## config.mk

```make
export PLATFORM = sky130hd
export DESIGN_NAME = spi_slave_top
export DESIGN_NICKNAME = d
export VERILOG_FILES = /design/src/verilog/spi_pkg.sv /design/src/verilog/word_stream.sv /design/src/verilog/spi_pin_sync.sv /design/src/verilog/spi_slave_register.sv /design/src/verilog/spi_slave_top.sv /design/src/verilog/word_fifo.sv
export VERILOG_INCLUDE_DIRS = /design/src /design/src/verilog
export SDC_FILE = /design/constraint.sdc
export NUM_CORES = 1
export LEC_CHECK = 0
export BUFFER_PORTS_ARGS = -buffer_cell sky130_fd_sc_hd__buf_2
export CAP_MARGIN = 20
export CORE_ASPECT_RATIO = 2
export CORE_MARGIN = 2
export CORE_UTILIZATION = 45
export CTS_BUF_LIST = sky130_fd_sc_hd__clkbuf_4 sky130_fd_sc_hd__clkbuf_8
export DETAILED_ROUTE_END_ITERATION = 6
export HOLD_SLACK_MARGIN = 0.06
export SLEW_MARGIN = 0
export SYNTH_ARGS = -nofsm -noshare
export SYNTH_HDL_FRONTEND = slang
export SYNTH_SLANG_ARGS = --single-unit
```

## constraint.sdc

```tcl
create_clock -name clock -period 3 [get_ports clock]
set_clock_uncertainty 0.1 [all_clocks]
set_input_delay 0.15 -clock clock [delete_from_list [all_inputs] [get_ports clock]]
set_output_delay 0.15 -clock clock [all_outputs]
set_load 0.005 [all_outputs]
```

## src/verilog/spi_cfg.svh

```systemverilog
// SPI slave configuration macros
`ifndef SPI_CFG_SVH
`define SPI_CFG_SVH

// Shift register and data word width
`define SPI_WORD_WIDTH 16

// Width of the transfer length field and bit counter
`define SPI_LEN_WIDTH 8

// Entries in each word FIFO
`define SPI_FIFO_DEPTH 4

// Flip-flops in each pin synchronizer
`define SPI_SYNC_STAGES 2

`endif

```

## src/verilog/spi_pkg.sv

```systemverilog
// SPI slave shared types
`include "spi_cfg.svh"

package spi_pkg;

    // One data word as shifted on the bus
    typedef logic [`SPI_WORD_WIDTH-1:0] spi_word_t;

    // Transfer length and bit counter
    typedef logic [`SPI_LEN_WIDTH-1:0] spi_len_t;

    // Occupancy count, must hold the value of the depth itself
    typedef logic [$clog2(`SPI_FIFO_DEPTH + 1)-1:0] fifo_count_t;

    // Shift core states
    typedef enum logic [1:0] {
        spi_idle,
        spi_transfer,
        spi_wait_deassert
    } spi_state_t;

endpackage

```

## src/verilog/word_stream.sv

```systemverilog
// Valid/ready word stream
`timescale 1ns/1ps

interface word_stream;

    spi_pkg::spi_word_t data;
    logic valid;
    logic ready;
    // Final word of a burst
    logic last;

    modport source (
        output data,
        output valid,
        output last,
        input  ready
    );

    modport sink (
        input  data,
        input  valid,
        input  last,
        output ready
    );

endinterface
```

## src/verilog/spi_pin_sync.sv

```systemverilog
// SPI pin synchronizer and edge detector
`timescale 1ns/1ps
`include "spi_cfg.svh"

module spi_pin_sync (
    input  logic clock,
    input  logic reset,
    input  logic sclk,
    input  logic ss,
    input  logic mosi,
    input  logic latching_edge,
    input  logic ss_polarity,
    output logic ss_active,
    output logic ss_start,
    output logic ss_end,
    output logic capture_edge,
    output logic shift_edge,
    output logic mosi_bit
);

    localparam int STAGES = `SPI_SYNC_STAGES;

    logic [STAGES-1:0] sclk_sync;
    logic [STAGES-1:0] ss_sync;
    logic [STAGES-1:0] mosi_sync;

    logic ss_n;
    logic ss_cond;
    logic sclk_cond;
    logic ss_del;
    logic sclk_del;
    logic polarity_del;

    // Internal select is active low, pin is flipped for active-high parts
    assign ss_n = ss_sync[STAGES-1] ^ ss_polarity;
    assign ss_cond = ~ss_n;

    // Capture always happens on the rising edge of the conditioned clock
    assign sclk_cond = sclk_sync[STAGES-1] ^ latching_edge;

    always_ff @(posedge clock) begin
        if (!reset) begin
            sclk_sync <= '0;
            ss_sync <= '0;
            mosi_sync <= '0;
            sclk_del <= 1'b0;
            // Looks already selected so reset does not fake a select edge
            ss_del <= 1'b1;
            polarity_del <= 1'b0;
            ss_active <= 1'b0;
            ss_start <= 1'b0;
            ss_end <= 1'b0;
            capture_edge <= 1'b0;
            shift_edge <= 1'b0;
            mosi_bit <= 1'b0;
        end else begin
            sclk_sync <= {sclk_sync[STAGES-2:0], sclk};
            ss_sync <= {ss_sync[STAGES-2:0], ss};
            mosi_sync <= {mosi_sync[STAGES-2:0], mosi};

            sclk_del <= sclk_cond;
            ss_del <= ss_cond;
            polarity_del <= ss_polarity;

            ss_active <= ss_cond;
            // A polarity flip is not a select
            ss_start <= ss_cond & ~ss_del & (ss_polarity == polarity_del);
            ss_end <= ~ss_cond & ss_del;
            capture_edge <= sclk_cond & ~sclk_del;
            shift_edge <= ~sclk_cond & sclk_del;
            mosi_bit <= mosi_sync[STAGES-1];
        end
    end

endmodule

```

## src/verilog/spi_slave_register.sv

```systemverilog
// SPI slave shift core
`timescale 1ns/1ps
`include "spi_cfg.svh"

module spi_slave_register (
    input  logic clock,
    input  logic reset,
    input  logic ss_start,
    input  logic ss_end,
    input  logic capture_edge,
    input  logic shift_edge,
    input  logic mosi_bit,
    input  spi_pkg::spi_len_t spi_transfer_length,
    input  logic msb_first,
    input  logic enable,
    output logic miso,
    word_stream.sink data_in,
    word_stream.source data_out
);

    localparam int IDX_W = $clog2(`SPI_WORD_WIDTH);

    spi_pkg::spi_state_t state;
    spi_pkg::spi_len_t bit_count;
    spi_pkg::spi_len_t last_bit;
    logic [IDX_W-1:0] bit_index;

    spi_pkg::spi_word_t tx_word;
    spi_pkg::spi_word_t tx_next;
    spi_pkg::spi_word_t rx_shift;
    spi_pkg::spi_word_t rx_word;
    logic rx_valid;

    logic start_transfer;
    logic word_done;

    function automatic spi_pkg::spi_word_t reverse_word(input spi_pkg::spi_word_t word);
        spi_pkg::spi_word_t result;
        for (int i = 0; i < `SPI_WORD_WIDTH; i++) begin
            result[i] = word[`SPI_WORD_WIDTH-1-i];
        end
        return result;
    endfunction

    assign last_bit = spi_transfer_length - 1'b1;
    assign bit_index = bit_count[IDX_W-1:0];

    assign start_transfer = (state == spi_pkg::spi_idle) && enable && ss_start;
    // Deselect in wait state with no word pending yet
    assign word_done = (state == spi_pkg::spi_wait_deassert) && !rx_valid && ss_end;

    // Takes a transmit word only at the select strobe
    assign data_in.ready = start_transfer;

    assign data_out.data = rx_word;
    assign data_out.valid = rx_valid;
    assign data_out.last = 1'b1;

    // Empty transmit FIFO means the master reads zeros
    always_comb begin
        if (!data_in.valid) begin
            tx_next = '0;
        end else if (msb_first) begin
            tx_next = reverse_word(data_in.data);
        end else begin
            tx_next = data_in.data;
        end
    end

    always_ff @(posedge clock) begin
        if (!reset) begin
            state <= spi_pkg::spi_idle;
            bit_count <= '0;
            miso <= 1'b0;
            rx_valid <= 1'b0;
        end else begin
            case (state)
                spi_pkg::spi_idle: begin
                    if (start_transfer) begin
                        state <= spi_pkg::spi_transfer;
                        bit_count <= '0;
                        miso <= tx_next[0];
                    end
                end
                spi_pkg::spi_transfer: begin
                    if (ss_end) begin
                        // Master gave up mid-word, nothing to report
                        state <= spi_pkg::spi_idle;
                    end else if (capture_edge) begin
                        bit_count <= bit_count + 1'b1;
                        if (bit_count == last_bit) begin
                            state <= spi_pkg::spi_wait_deassert;
                        end
                    end else if (shift_edge) begin
                        miso <= tx_word[bit_index];
                    end
                end
                spi_pkg::spi_wait_deassert: begin
                    if (rx_valid) begin
                        if (data_out.ready) begin
                            rx_valid <= 1'b0;
                            state <= spi_pkg::spi_idle;
                        end
                    end else if (ss_end) begin
                        rx_valid <= 1'b1;
                    end
                end
                default: begin
                    state <= spi_pkg::spi_idle;
                end
            endcase
        end
    end

    // Word registers
    always_ff @(posedge clock) begin
        if (start_transfer) begin
            tx_word <= tx_next;
            rx_shift <= '0;
        end
        if (state == spi_pkg::spi_transfer && !ss_end && capture_edge) begin
            rx_shift[bit_index] <= mosi_bit;
        end
        if (word_done) begin
            rx_word <= msb_first ? reverse_word(rx_shift) : rx_shift;
        end
    end

endmodule

```

## src/verilog/spi_slave_top.sv

```systemverilog
// SPI slave peripheral top level
`timescale 1ns/1ps

module spi_slave_top (
    input  logic clock,
    input  logic reset,
    input  logic sclk,
    input  logic ss,
    input  logic mosi,
    output logic miso,
    input  spi_pkg::spi_len_t spi_transfer_length,
    input  logic latching_edge,
    input  logic msb_first,
    input  logic ss_polarity,
    input  logic enable,
    input  spi_pkg::spi_word_t tx_data,
    input  logic tx_valid,
    output logic tx_ready,
    output spi_pkg::spi_word_t rx_data,
    output logic rx_valid,
    input  logic rx_ready,
    output logic rx_overflow
);

    logic ss_start;
    logic ss_end;
    logic capture_edge;
    logic shift_edge;
    logic mosi_bit;

    // Host side streams
    word_stream host_to_tx_fifo ();
    word_stream rx_fifo_to_host ();

    // Internal streams around the core
    word_stream tx_fifo_to_core ();
    word_stream core_to_rx_fifo ();

    // Host writes are single words
    assign host_to_tx_fifo.data = tx_data;
    assign host_to_tx_fifo.valid = tx_valid;
    assign host_to_tx_fifo.last = 1'b1;
    assign tx_ready = host_to_tx_fifo.ready;

    assign rx_data = rx_fifo_to_host.data;
    assign rx_valid = rx_fifo_to_host.valid;
    assign rx_fifo_to_host.ready = rx_ready;

    spi_pin_sync pin_sync (
        .clock        (clock),
        .reset        (reset),
        .sclk         (sclk),
        .ss           (ss),
        .mosi         (mosi),
        .latching_edge(latching_edge),
        .ss_polarity  (ss_polarity),
        .ss_active    (),
        .ss_start     (ss_start),
        .ss_end       (ss_end),
        .capture_edge (capture_edge),
        .shift_edge   (shift_edge),
        .mosi_bit     (mosi_bit)
    );

    spi_slave_register core (
        .clock              (clock),
        .reset              (reset),
        .ss_start           (ss_start),
        .ss_end             (ss_end),
        .capture_edge       (capture_edge),
        .shift_edge         (shift_edge),
        .mosi_bit           (mosi_bit),
        .spi_transfer_length(spi_transfer_length),
        .msb_first          (msb_first),
        .enable             (enable),
        .miso               (miso),
        .data_in            (tx_fifo_to_core.sink),
        .data_out           (core_to_rx_fifo.source)
    );

    // Host is stalled while the transmit side is full
    word_fifo tx_fifo (
        .clock         (clock),
        .reset         (reset),
        .push_side     (host_to_tx_fifo.sink),
        .pop_side      (tx_fifo_to_core.source),
        .drop_when_full(1'b0),
        .overflow      ()
    );

    // The master cannot be stalled, so full means dropped words
    word_fifo rx_fifo (
        .clock         (clock),
        .reset         (reset),
        .push_side     (core_to_rx_fifo.sink),
        .pop_side      (rx_fifo_to_host.source),
        .drop_when_full(1'b1),
        .overflow      (rx_overflow)
    );

endmodule

```

## src/verilog/word_fifo.sv

```systemverilog
// Word stream FIFO
`timescale 1ns/1ps
`include "spi_cfg.svh"

module word_fifo #(
    parameter int DEPTH = `SPI_FIFO_DEPTH
) (
    input  logic clock,
    input  logic reset,
    word_stream.sink push_side,
    word_stream.source pop_side,
    input  logic drop_when_full,
    output logic overflow
);

    localparam int PTR_W = (DEPTH > 1) ? $clog2(DEPTH) : 1;

    spi_pkg::spi_word_t data_mem [DEPTH];
    logic last_mem [DEPTH];

    logic [PTR_W-1:0] wr_ptr;
    logic [PTR_W-1:0] rd_ptr;
    spi_pkg::fifo_count_t count;

    logic full;
    logic empty;
    logic push_fire;
    logic write_en;
    logic read_en;

    function automatic logic [PTR_W-1:0] next_ptr(input logic [PTR_W-1:0] ptr);
        if (ptr == PTR_W'(DEPTH - 1)) begin
            return '0;
        end
        return ptr + 1'b1;
    endfunction

    assign full = (count == spi_pkg::fifo_count_t'(DEPTH));
    assign empty = (count == '0);

    // Drop mode never pushes back, a word arriving while full is lost
    assign push_side.ready = drop_when_full | ~full;
    assign push_fire = push_side.valid & push_side.ready;
    assign write_en = push_fire & ~full;

    assign pop_side.valid = ~empty;
    assign pop_side.data = data_mem[rd_ptr];
    assign pop_side.last = last_mem[rd_ptr];
    assign read_en = pop_side.valid & pop_side.ready;

    always_ff @(posedge clock) begin
        if (!reset) begin
            wr_ptr <= '0;
            rd_ptr <= '0;
            count <= '0;
            overflow <= 1'b0;
        end else begin
            if (write_en) begin
                wr_ptr <= next_ptr(wr_ptr);
            end
            if (read_en) begin
                rd_ptr <= next_ptr(rd_ptr);
            end
            if (write_en && !read_en) begin
                count <= count + 1'b1;
            end else if (read_en && !write_en) begin
                count <= count - 1'b1;
            end
            // Sticky until reset
            if (push_fire && full) begin
                overflow <= 1'b1;
            end
        end
    end

    always_ff @(posedge clock) begin
        if (write_en) begin
            data_mem[wr_ptr] <= push_side.data;
            last_mem[wr_ptr] <= push_side.last;
        end
    end

endmodule

```

==> key figures, run 1 <==
Outcome
  – Status: finished, final reports clean

Setup path
  – Worst Path Class, Setup: reg -> reg
  – Worst-path cell chain: or3_1, nand2_1, ha_1, inv_1, fa_1, xor2_1, or3_1, a21boi_0
  – Critical Path Most Common Cell: or3_1
  – Worst r2r src: rx_fifo.count[0]$_SDFFE_PN0P_
  – Slowest cell on the critical path: or3_1
  – Buffers & Inverters on Critical Path: 1
  – Crit. End Element: flop
  – WP data required: 3360 ps
  – Family with the most delay on the worst path: simple AND/OR/NAND/NOR gates
  – Register-to-Register Path Depth: 8
  – CP max FO: 4
  – Startpoint types: flop
  – Slowest stage delay, CP: 400 ps
  – WP data arrival: 2810 ps
  – R2R Setup Slk: 550 ps
  – RR Endpoint: rx_fifo.count[2]$_SDFFE_PN0P_

Routing
  – Drt initial violations: 195
  – Post-route DRC violation count: 0
  – TritonRoute pass-1 iters: 4
  – Vias per cell: 5.30
  – Vias after detailed routing: 5118
  – Final WL: 16700 µm
  – WL per Instance: 17.2 µm
  – Post-route ant nets: 0

Cells and area
  – Final Util: 53.3%
  – # diodes: 0
  – FF+latch area: 0.00603 mm²
  – Final Instance Area: 0.0106 mm²
  – Layout cells sized above 1: 24.4%
  – Area growth from synthesis to layout: 16.1%
  – Layout Cells excl Fill: 966
  – Fill count: 1645
  – Footprint of the multi-input gates: 0.00290 mm²
  – Final #Nets: 734

Global route
  – Initial antenna violation count: 0
  – Vias in the first global route: 5685
  – Global-route wire length before repair: 27600 µm
  – GRT overflow: 0
  – Gr usage total: 16.3%
  – Largest net degree at the start of global routing: 39

Timing
  – RSZ-0062 raised after global routing: false
  – Fin. max-slew vios: 0
  – Worst Tran Pin Value: 895 ps
  – # setup viols final: 0
  – Final min period: 2450 ps
  – Max Freq: 409 MHz
  – Hold Violations, Final: 0
  – Final WS setup: 554 ps
  – Fin Setup TNS: 0 ps
  – Slew margin rel.: 40.3%
  – Fin crit share: 81.5%

Clock network
  – Clock sinks: 221
  – CTS tree: built
  – CTS Buf Count: 30
  – Post_cts resized: 0
  – Reg clk slew, reported paths: 70 ps
  – Root Driver: clkbuf_8
  – Latest clock arrival within the worst-skew pair: 550 ps
  – Longest Clk Path Bufs: 3
  – # H-tree levels: 1

Power
  – Combinational power share: 13.9%
  – Flop pwr share: 51.9%
  – Net Sw Power: 0.00165 W
  – Sw frac: 23.7%
  – Internal: 0.00531 W
  – Pwr/cell area: 659 mW/mm²
  – Clock power share: 34.2%
  – Pleak: 3.77 nW
  – Maximum vdd drop: 444 µV

Place
  – Estimated wirelength of the detail-placed design: 11800 µm
  – Port bufs: 54
  – Area after DPL: 0.00964 mm²
  – Gpl congestion: 0.841
  – Place WS: 568 ps
  – Placed insts: 882

Worst hold path
  – Min-delay src: enable
  – Hold Crit Depth: 5
  – Hold Crit Class: in -> reg
  – Worst Hold End: core.miso$_SDFFE_PN0P_

Yosys
  – Top FF cell, synth: edfxtp_1
  – Leading area contributor after synthesis: edfxtp_1
  – Cell Area, Synth: 0.00909 mm²
  – Post-synthesis sequential area ratio: 66.3%
  – Synthesized flop and latch total: 221
  – Number of unique standard cell types used by synthesis: 54
  – Synth Area per Inst: 15.5 µm²
  – Syn nets: 641
  – Area contributors post-synth: edfxtp_1 (53%), dfxtp_1 (13%), mux4_2 (9.4%), ha_1 (2.3%), mux2i_1 (2.3%)
  – Share of the synthesized area in the top cell type: 52.8%
  – Post-synth EDFFs: 160
  – Ys async rst share: 0%
  – Warnings, synthesis: 0
  – Syn Inst Count: 587

Floorplan
  – Core area: 0.0198 mm²
  – Die H: 205 µm
  – Initial core utilization: 45.9%
  – Row count: 73
  – Die area: 0.0214 mm²
  – Die W: 105 µm
  – I/O Pins: 55

Job
  – MaxCap Viol Count: 0
==> stage by stage <==
step	hold WS [ps]	total power (W)
2_1_floorplan	149	0.00432
3_3_place_gp	256	0.00458
3_5_place_dp	260	0.00464
4_1_cts	93.8	0.00705
5_1_grt	150	0.00729
6_report	102	0.00696
==> how the worst max path moves through the flow <==
stage / cells after the start / end / startpoint
after detailed placement: 8 / rx_fifo.count[2]$_SDFFE_PN0P_ / rx_fifo.count[0]$_SDFFE_PN0P_
after global routing: 10 / tx_fifo.count[2]$_SDFFE_PN0P_ / core.state[0]$_SDFFE_PN0P_
after global placement: 10 / tx_fifo.count[2]$_SDFFE_PN0P_ / core.state[0]$_SDFFE_PN0P_
final: 8 / rx_fifo.count[2]$_SDFFE_PN0P_ / rx_fifo.count[0]$_SDFFE_PN0P_
after CTS: 8 / rx_fifo.count[2]$_SDFFE_PN0P_ / rx_fifo.count[0]$_SDFFE_PN0P_
after floorplan: 8 / tx_fifo.count[2]$_SDFFE_PN0P_ / tx_fifo.count[0]$_SDFFE_PN0P_
==> kinds of logic (layout without fill, tap and decap cells) <==
kind of cell,count (synthesis),count (layout),synth area share (%)
AOI/OAI and AO/OA,53,53,4.13
xor gates and xnor gates,20,20,2.01
adders and majority gates,19,19,2.78
buffers and inverters,43,160,2.05
DFF,221,221,66.3
muxes,75,75,13.7
and+or+nand+nor,156,156,9.07
==> power groups by stage <==
stage	clock, W	combinational, W	sequential, W
6_report	0.00238	0.000965	0.00361
5_1_grt	0.00257	0.00108	0.00364
4_1_cts	0.00245	0.000989	0.00361
3_5_place_dp	0	0.000957	0.00368
3_3_place_gp	0	0.000918	0.00366
2_1_floorplan	0	0.000691	0.00363
==> routing by layer <==
metal,GRT usage [%],up-vias,part of all wire [%]
li1,-,2422,-
met5,0,-,0
met4,7.48,0,3.6
met3,2.42,40,3.0
met2,34.4,88,62
met1,14.3,2568,32
==> synthesized netlist by cell type, drive strengths merged (4+ instances only) <==
| library cell | number |
|---|---|
| mux4 | 38 |
| nand2b | 5 |
| inv | 13 |
| o211ai | 15 |
| clkbuf | 23 |
| nand3 | 8 |
| a21oi | 9 |
| nor3 | 4 |
| a21boi | 5 |
| xor2 | 11 |
| xnor2 | 9 |
| ha | 17 |
| and3 | 6 |
| nand4 | 16 |
| mux2 | 16 |
| nor2b | 15 |
| dfxtp | 61 |
| edfxtp | 160 |
| nor2 | 31 |
| or3 | 5 |
| buf | 7 |
| mux2i | 21 |
| and2 | 20 |
| o311ai | 5 |
| o21ai | 5 |
| nand2 | 34 |
==> sequential cells by signal, indices dropped and copies added, names as in the netlist, 3 cells and up, named ones only <==
register and count:
tx_fifo.count 3, core.tx_word 16, rx_fifo.count 3, rx_fifo.data_mem 64, tx_fifo.data_mem 64, core.bit_count 8
core.data_out.data 16, core.rx_shift 16
==> repair_timing <==
item	CTS	global route
setup buffers	0	0
endpoints found under the hold margin	110	0
hold buffers	28	0
==> cell usage in the layout, fill, tap and decap left out, types with 6 or more instances in the layout <==
cell	synthesis	final
mux2i_1	21	21
nand4_1	16	16
edfxtp_1	160	160
nand3_1	8	8
and2_1	20	20
xnor2_1	8	8
dfxtp_1	61	61
mux4_2	38	38
nand2_1	34	34
clkinv_2	0	9
o211ai_1	15	15
nor2b_1	15	15
xor2_1	11	11
and3_1	6	6
ha_1	17	17
a21oi_1	9	9
clkinv_1	0	6
inv_1	12	12
clkbuf_8	1	32
buf_4	1	9
dlygate4sd3_1	0	28
buf_2	3	54
mux2_2	16	16
nor2_1	31	31
==> worst min-delay path, stage by stage <==
cell	delay, ps
buf_2	110
nand3b_1	90
a221oi_1	110
o22ai_1	150
a21o_1	120
==> final cells by class <==
class | count | share of cell area [%]
clock buffer | 37 | 4.53
clock inverter | 19 | 1.56
inverter | 13 | 0.462
multi-input combinational | 323 | 27.4
sequential | 221 | 57.1
tap | 262 | 3.10
timing repair buffer | 91 | 5.85
No activity file was read; power rests on OpenSTA's default activity.
==> inputs of run 2 (changes only) <==
==> constraint.sdc (replaced) <==
create_clock -name clock -period 2.4 [get_ports clock]
set_clock_uncertainty 0.1 [all_clocks]
set_input_delay 0.12 -clock clock [delete_from_list [all_inputs] [get_ports clock]]
set_output_delay 0.12 -clock clock [all_outputs]
set_load 0.005 [all_outputs]
==> key figures, run 2 (synthesis results as in run 1) <==
Outcome
  – Status: finished, final reports clean (unchanged)

Clock network
  – # H-tree levels: 1 (unchanged)
  – Post-CTS setup buffer count: 0 (unchanged)
  – Clock sinks: 221 (unchanged)
  – CTS Buf Count: 30 (unchanged)
  – Root Driver: clkbuf_8 (unchanged)
  – Reg clk slew, reported paths: 70 ps (about the same)
  – CTS tree: built (unchanged)
  – Longest Clk Path Bufs: 3 (unchanged)
  – Latest clock arrival within the worst-skew pair: 550 ps (about the same)

Floorplan
  – Initial core utilization: 45.9% (unchanged)
  – Core area: 0.0198 mm² (unchanged)
  – Die H: 205 µm (unchanged)
  – Die area: 0.0214 mm² (unchanged)
  – I/O Pins: 55 (unchanged)
  – Die W: 105 µm (unchanged)
  – Row count: 73 (unchanged)

Timing
  – Fin. max-slew vios: 0 (unchanged)
  – Final min period: 2310 ps (was 2450 ps)
  – Fin crit share: 96.3% (was 81.5%)
  – Hold Violations, Final: 0 (unchanged)
  – # setup viols final: 0 (unchanged)
  – Slew margin rel.: 63.1% (was 40.3%)
  – RSZ-0062 raised after global routing: false (unchanged)
  – Fin Setup TNS: 0 ps (unchanged)
  – Worst Tran Pin Value: 553 ps (was 895 ps)
  – Max Freq: 433 MHz (was 409 MHz)
  – Worst hold margin: 87.8 ps (was 102 ps)
  – Final WS setup: 88.2 ps (was 554 ps)

Global route
  – Gr usage total: 16.2% (was 16.3%)
  – Global-route wire length before repair: 27400 µm (was 27600 µm)
  – Vias in the first global route: 5617 (was 5685)
  – Largest net degree at the start of global routing: 31 (was 39)
  – Initial antenna violation count: 0 (unchanged)
  – GRT overflow: 0 (unchanged)

Routing
  – Post-route DRC violation count: 0 (unchanged)
  – Final WL: 16700 µm (about the same)
  – Post-route ant nets: 0 (unchanged)
  – WL per Instance: 17.0 µm (was 17.2 µm)
  – Drt initial violations: 154 (was 195)
  – Vias after detailed routing: 5203 (was 5118)
  – Vias per cell: 5.28 (was 5.30)
  – TritonRoute pass-1 iters: 4 (unchanged)

Setup path
  – Slowest stage delay, CP: 440 ps (was 400 ps)
  – WP data required: 2770 ps (was 3360 ps)
  – Slowest cell on the critical path: dfxtp_1 (was or3_1)
  – Worst-path cell chain: nor2_1, nand2_1, and2_1, ha_1, inv_1, fa_1, xor2_1, or3_1, a21boi_0 (was or3_1, nand2_1, ha_1, inv_1, fa_1, xor2_1, or3_1, a21boi_0)
  – Crit. End Element: flop (unchanged)
  – CP max FO: 4 (unchanged)
  – Buffers & Inverters on Critical Path: 1 (unchanged)
  – Startpoint types: flop (unchanged)
  – Register-to-Register Path Depth: 9 (was 8)
  – WP data arrival: 2680 ps (was 2810 ps)
  – Family with the most delay on the worst path: simple AND/OR/NAND/NOR gates (unchanged)
  – Worst Path Class, Setup: reg -> reg (unchanged)
  – Levels on crit path: 9 (was 8)

Power
  – Sw frac: 24.5% (was 23.7%)
  – Internal: 0.00630 W (was 0.00531 W)
  – Clock power share: 30.6% (was 34.2%)
  – Total Power: 0.00835 W (was 0.00696 W)
  – Pleak: 3.82 nW (was 3.77 nW)
  – Maximum vdd drop: 563 µV (was 444 µV)
  – Pwr/cell area: 785 mW/mm² (was 659 mW/mm²)
  – Flop pwr share: 53.9% (was 51.9%)
  – Net Sw Power: 0.00205 W (was 0.00165 W)
  – Combinational power share: 15.5% (was 13.9%)

Cells and area
  – # diodes: 0 (unchanged)
  – Top Registers: rx_fifo.data_mem: 64 flops, tx_fifo.data_mem: 64 flops (unchanged)
  – Footprint of the multi-input gates: 0.00291 mm² (was 0.00290 mm²)
  – Final Util: 53.6% (was 53.3%)
  – Fill count: 1682 (was 1645)
  – Most frequent cells in the layout: edfxtp_1 (160), dfxtp_1 (59), buf_2 (54) (was edfxtp_1 (160), dfxtp_1 (61), buf_2 (54))
  – Layout cells sized above 1: 26.0% (was 24.4%)
  – Most common cell after layout, fill and taps aside: edfxtp_1 (unchanged)
  – Final #Nets: 755 (was 734)
  – Area growth from synthesis to layout: 16.9% (was 16.1%)
  – FF+latch area: 0.00603 mm² (about the same)

Place
  – Gpl congestion: 0.847 (was 0.841)
  – Port bufs: 54 (unchanged)
  – Place WS: 22.3 ps (was 568 ps)
  – Estimated wirelength of the detail-placed design: 11900 µm (was 11800 µm)

Worst hold path
  – Hold Crit Class: in -> reg (unchanged)
  – Hold Crit Depth: 6 (was 5)

Job
  – MaxCap Viol Count: 0 (unchanged)
[run 2: power by group through the flow]
stage / Combinational, W / Clock (W) / Sequential, W
floorplan: 0.000866 / 0 / 0.00454
global placement: 0.00120 / 0 / 0.00456
detailed placement: 0.00125 / 0 / 0.00458
CTS: 0.00129 / 0.00264 / 0.00450
global route: 0.00142 / 0.00277 / 0.00452
finish: 0.00129 / 0.00256 / 0.00450
[run 2: worst paths after layout]
path,startpoint,endpoint,slack (ps)
max,tx_fifo.count[0]$_SDFFE_PN0P_,tx_fifo.count[2]$_SDFFE_PN0P_,90
min,spi_transfer_length[5],core.state[1]$_SDFFE_PN0P_,90
max reg2reg,tx_fifo.count[0]$_SDFFE_PN0P_,tx_fifo.count[2]$_SDFFE_PN0P_,90
min reg2reg,pin_sync.sclk_del$_SDFF_PN0_,pin_sync.capture_edge$_SDFF_PN0_,320
[run 2: metal layers]
metal  GRT usage, %  routed length, µm  vias to the layer above
li1               -                  -                     2483
met1           14.2               5360                     2594
met2           34.7              10300                       90
met3           2.48                580                       36
met4           6.56                499                        0
met5              0                  0                        -
[run 2: through the flow]
stage,cells,cell area (µm²)
2_1_floorplan,587,9100
3_3_place_gp,902,9790
3_5_place_dp,902,9790
4_1_cts,986,10600
5_1_grt,986,10600
6_report,986,10600
[run 2: area by class of cell]
| type | instances | share of cell area, % |
|---|---|---|
| multi-input cells | 323 | 27.4 |
| flip-flops and latches | 221 | 56.7 |
| clock inverters | 20 | 0.765 |
| repair buffers | 112 | 7.32 |
| inverters | 13 | 0.459 |
| clock buffers | 35 | 4.30 |
| well taps | 262 | 3.08 |
[run 2: timing repair]
item,4_1_cts,5_1_grt
gates resized for setup,0,6
setup endpoints to repair,0,2
endpoints found under the hold margin,98,0
hold buffers,29,0
[run 2: worst reg2reg max path: stages (launching register included)]
cell and delay (ps):
dfxtp_1 440, nor2_1 80, nand2_1 80, and2_1 180
ha_1 210, inv_1 60, fa_1 370, xor2_1 180
or3_1 320, a21boi_0 210
==> inputs of run 3 (changes only) <==
--- a/config.mk
+++ b/config.mk
@@ -8,12 +8,13 @@
 export LEC_CHECK = 0
 export BUFFER_PORTS_ARGS = -buffer_cell sky130_fd_sc_hd__buf_2
 export CAP_MARGIN = 20
-export CORE_ASPECT_RATIO = 2
 export CORE_MARGIN = 2
-export CORE_UTILIZATION = 45
+export CORE_UTILIZATION = 50
 export CTS_BUF_LIST = sky130_fd_sc_hd__clkbuf_4 sky130_fd_sc_hd__clkbuf_8
 export DETAILED_ROUTE_END_ITERATION = 6
+export GPL_ROUTABILITY_DRIVEN = 0
 export HOLD_SLACK_MARGIN = 0.06
+export PLACE_DENSITY = 0.68
 export SLEW_MARGIN = 0
 export SYNTH_ARGS = -nofsm -noshare
 export SYNTH_HDL_FRONTEND = slang
==> key figures, run 3 (synthesis results as in run 1) <==
Power
  – Net Sw Power: 0.00203 W (was 0.00205 W)
  – Internal: 0.00687 W (was 0.00630 W)
  – Combinational power share: 14.3% (was 15.5%)
  – Pwr/cell area: 827 mW/mm² (was 785 mW/mm²)
  – Flop pwr share: 50.5% (was 53.9%)
  – Clock power share: 35.2% (was 30.6%)
  – Sw frac: 22.8% (was 24.5%)
  – Maximum vdd drop: 569 µV (was 563 µV)
  – Pleak: 3.92 nW (was 3.82 nW)

Clock network
  – # H-tree levels: 2 (was 1)
  – Clock sinks: 221 (unchanged)
  – Latest clock arrival within the worst-skew pair: 490 ps (was 550 ps)
  – Reg clk slew, reported paths: 60 ps (was 70 ps)
  – Longest Clk Path Bufs: 3 (unchanged)
  – CTS Buf Count: 35 (was 30)
  – CTS tree: built (unchanged)
  – Post-CTS setup buffer count: 0 (unchanged)
  – Root Driver: clkbuf_8 (unchanged)

Place
  – Estimated wirelength of the detail-placed design: 10600 µm (was 11900 µm)
  – Port bufs: 54 (unchanged)

Timing
  – Fin. max-slew vios: 0 (unchanged)
  – Slew margin rel.: 56.9% (was 63.1%)
  – Worst hold margin: 85.3 ps (was 87.8 ps)
  – Final min period: 2300 ps (was 2310 ps)
  – Fin Setup TNS: 0 ps (unchanged)
  – RSZ-0062 raised after global routing: false (unchanged)
  – Max Freq: 435 MHz (was 433 MHz)
  – Worst Tran Pin Value: 646 ps (was 553 ps)
  – # setup viols final: 0 (unchanged)
  – Fin crit share: 95.8% (was 96.3%)
  – Hold Violations, Final: 0 (unchanged)

Setup path
  – CP Launch Point: rx_fifo.count[2]$_SDFFE_PN0P_ (was tx_fifo.count[0]$_SDFFE_PN0P_)
  – Slowest cell on the critical path: or3_4 (was dfxtp_1)
  – Critical Path End: rx_fifo.count[2]$_SDFFE_PN0P_ (was tx_fifo.count[2]$_SDFFE_PN0P_)
  – Crit. End Element: flop (unchanged)
  – Startpoint types: flop (unchanged)
  – Register-to-Register Path Depth: 8 (was 9)
  – Worst r2r src: rx_fifo.count[2]$_SDFFE_PN0P_ (was tx_fifo.count[0]$_SDFFE_PN0P_)
  – R2R Setup Slk: 100 ps (was 90 ps)
  – Slowest stage delay, CP: 410 ps (was 440 ps)
  – CP max FO: 5 (was 4)
  – WP data arrival: 2620 ps (was 2680 ps)
  – Worst-path cell chain: or3_4, nand2_2, ha_2, inv_1, fa_1, xor2_1, or3_1, a21boi_1 (was nor2_1, nand2_1, and2_1, ha_1, inv_1, fa_1, xor2_1, or3_1, a21boi_0)
  – RR Endpoint: rx_fifo.count[2]$_SDFFE_PN0P_ (was tx_fifo.count[2]$_SDFFE_PN0P_)
  – WP data required: 2720 ps (was 2770 ps)
  – Worst Path Class, Setup: reg -> reg (unchanged)

Cells and area
  – Fill count: 1374 (was 1682)
  – Final #Nets: 759 (was 755)
  – # diodes: 0 (unchanged)
  – Top Registers: rx_fifo.data_mem: 64 flops, tx_fifo.data_mem: 64 flops (unchanged)
  – Most frequent cells in the layout: edfxtp_1 (160), dfxtp_1 (60), buf_2 (54) (was edfxtp_1 (160), dfxtp_1 (59), buf_2 (54))
  – Area growth from synthesis to layout: 18.4% (was 16.9%)
  – Layout cells sized above 1: 28.4% (was 26.0%)
  – Most common cell after layout, fill and taps aside: edfxtp_1 (unchanged)

Outcome
  – Status: finished, final reports clean (unchanged)

Worst hold path
  – Hold Crit Depth: 5 (was 6)
  – Hold Crit Class: in -> reg (unchanged)

Global route
  – Initial antenna violation count: 0 (unchanged)
  – Global-route wire length before repair: 26200 µm (was 27400 µm)
  – Gr usage total: 16.7% (was 16.2%)
  – GRT overflow: 0 (unchanged)
  – Largest net degree at the start of global routing: 26 (was 31)
  – Vias in the first global route: 5541 (was 5617)

Floorplan
  – Die H: 139 µm (was 205 µm)
  – I/O Pins: 55 (unchanged)
  – Die W: 139 µm (was 105 µm)
  – Core area: 0.0179 mm² (was 0.0198 mm²)
  – Initial core utilization: 50.8% (was 45.9%)
  – Die area: 0.0193 mm² (was 0.0214 mm²)
  – Row count: 49 (was 73)

Routing
  – Final WL: 15700 µm (was 16700 µm)
  – Vias per cell: 5.35 (was 5.28)
  – TritonRoute pass-1 iters: 4 (unchanged)
  – Post-route ant nets: 0 (unchanged)
  – WL per Instance: 16.3 µm (was 17.0 µm)
  – Vias after detailed routing: 5131 (was 5203)
  – Drt initial violations: 224 (was 154)
  – Post-route DRC violation count: 0 (unchanged)

Job
  – MaxCap Viol Count: 0 (unchanged)
-- run 3: changes by cell type in the layout (fill, tap and decap cells not counted), sizes merged --
cell / delta
buf: -2
clkbuf: +24
clkinv: -17
dlygate4sd3: +1
-- run 3: area by class of cell --
cell class,count,area (µm²),area share (%)
inverter,13,48.8,0.453
multi-input combinational,323,2910,27.1
timing repair buffer,111,773,7.18
tap,229,287,2.66
sequential,221,6030,56.0
clock inverter,3,13.8,0.128
clock buffer,59,699,6.50
-- run 3: metal layers --
metal,global-route usage (%),wire length [µm]
met1,18.4,6270
met2,31.8,8540
met3,3.38,520
met4,5.95,331
met5,0,0
-- run 3: per-stage QoR --
stage	cell area, µm²	std cells	worst slack [ps]	utilization, %	total power (W)
3_5_place_dp	9740	867	24.7	54.4	0.00581
6_report	10800	959	99.8	60.1	0.00890
4_1_cts	10800	959	15.9	60.1	0.00901
2_1_floorplan	9100	587	83.3	-	0.00540
3_3_place_gp	9740	867	151	54.4	0.00574
5_1_grt	10800	959	4.40	60.1	0.00933
-- run 3: worst min path at each step --
stage / from / endpoint / slack (ps)
after global placement: tx_data[1] / tx_fifo.data_mem[0][1]$_DFFE_PP_ / 230
after detailed placement: sclk / pin_sync.sclk_sync[0]$_SDFF_PN0_ / 230
after CTS: spi_transfer_length[1] / core.state[1]$_SDFFE_PN0P_ / 60
after floorplan: tx_data[0] / tx_fifo.data_mem[0][0]$_DFFE_PP_ / 120
final: spi_transfer_length[1] / core.state[1]$_SDFFE_PN0P_ / 90
after global routing: spi_transfer_length[1] / core.state[1]$_SDFFE_PN0P_ / 100
-- run 3: power by group through the flow --
stage	clock, W	sequential (W)	combinational (W)
2_1_floorplan	0	0.00454	0.000866
3_3_place_gp	0	0.00456	0.00118
3_5_place_dp	0	0.00458	0.00123
4_1_cts	0.00323	0.00450	0.00128
5_1_grt	0.00338	0.00453	0.00141
6_report	0.00313	0.00450	0.00128
-- run 3: worst max-delay path, delay by kind of cell, from the launching register on --
| kind | cells | cell delay (ps) |
|---|---|---|
| buffers and inverters | 1 | 50 |
| adder cells (fa/ha/maj) | 2 | 570 |
| XOR/XNOR | 1 | 180 |
| flip-flops | 1 | 340 |
| AO/OA/AOI/OAI | 1 | 160 |
| AND/OR/NAND/NOR | 3 | 830 |
-- run 3: timing repair --
action                     in CTS  in global routing
hold endpoints to repair      101                  0
gates resized for setup         1                  5
gates cloned                    0                  0
hold buffers                   30                  0
setup endpoints to repair       1                  2
pin swaps                       0                  0
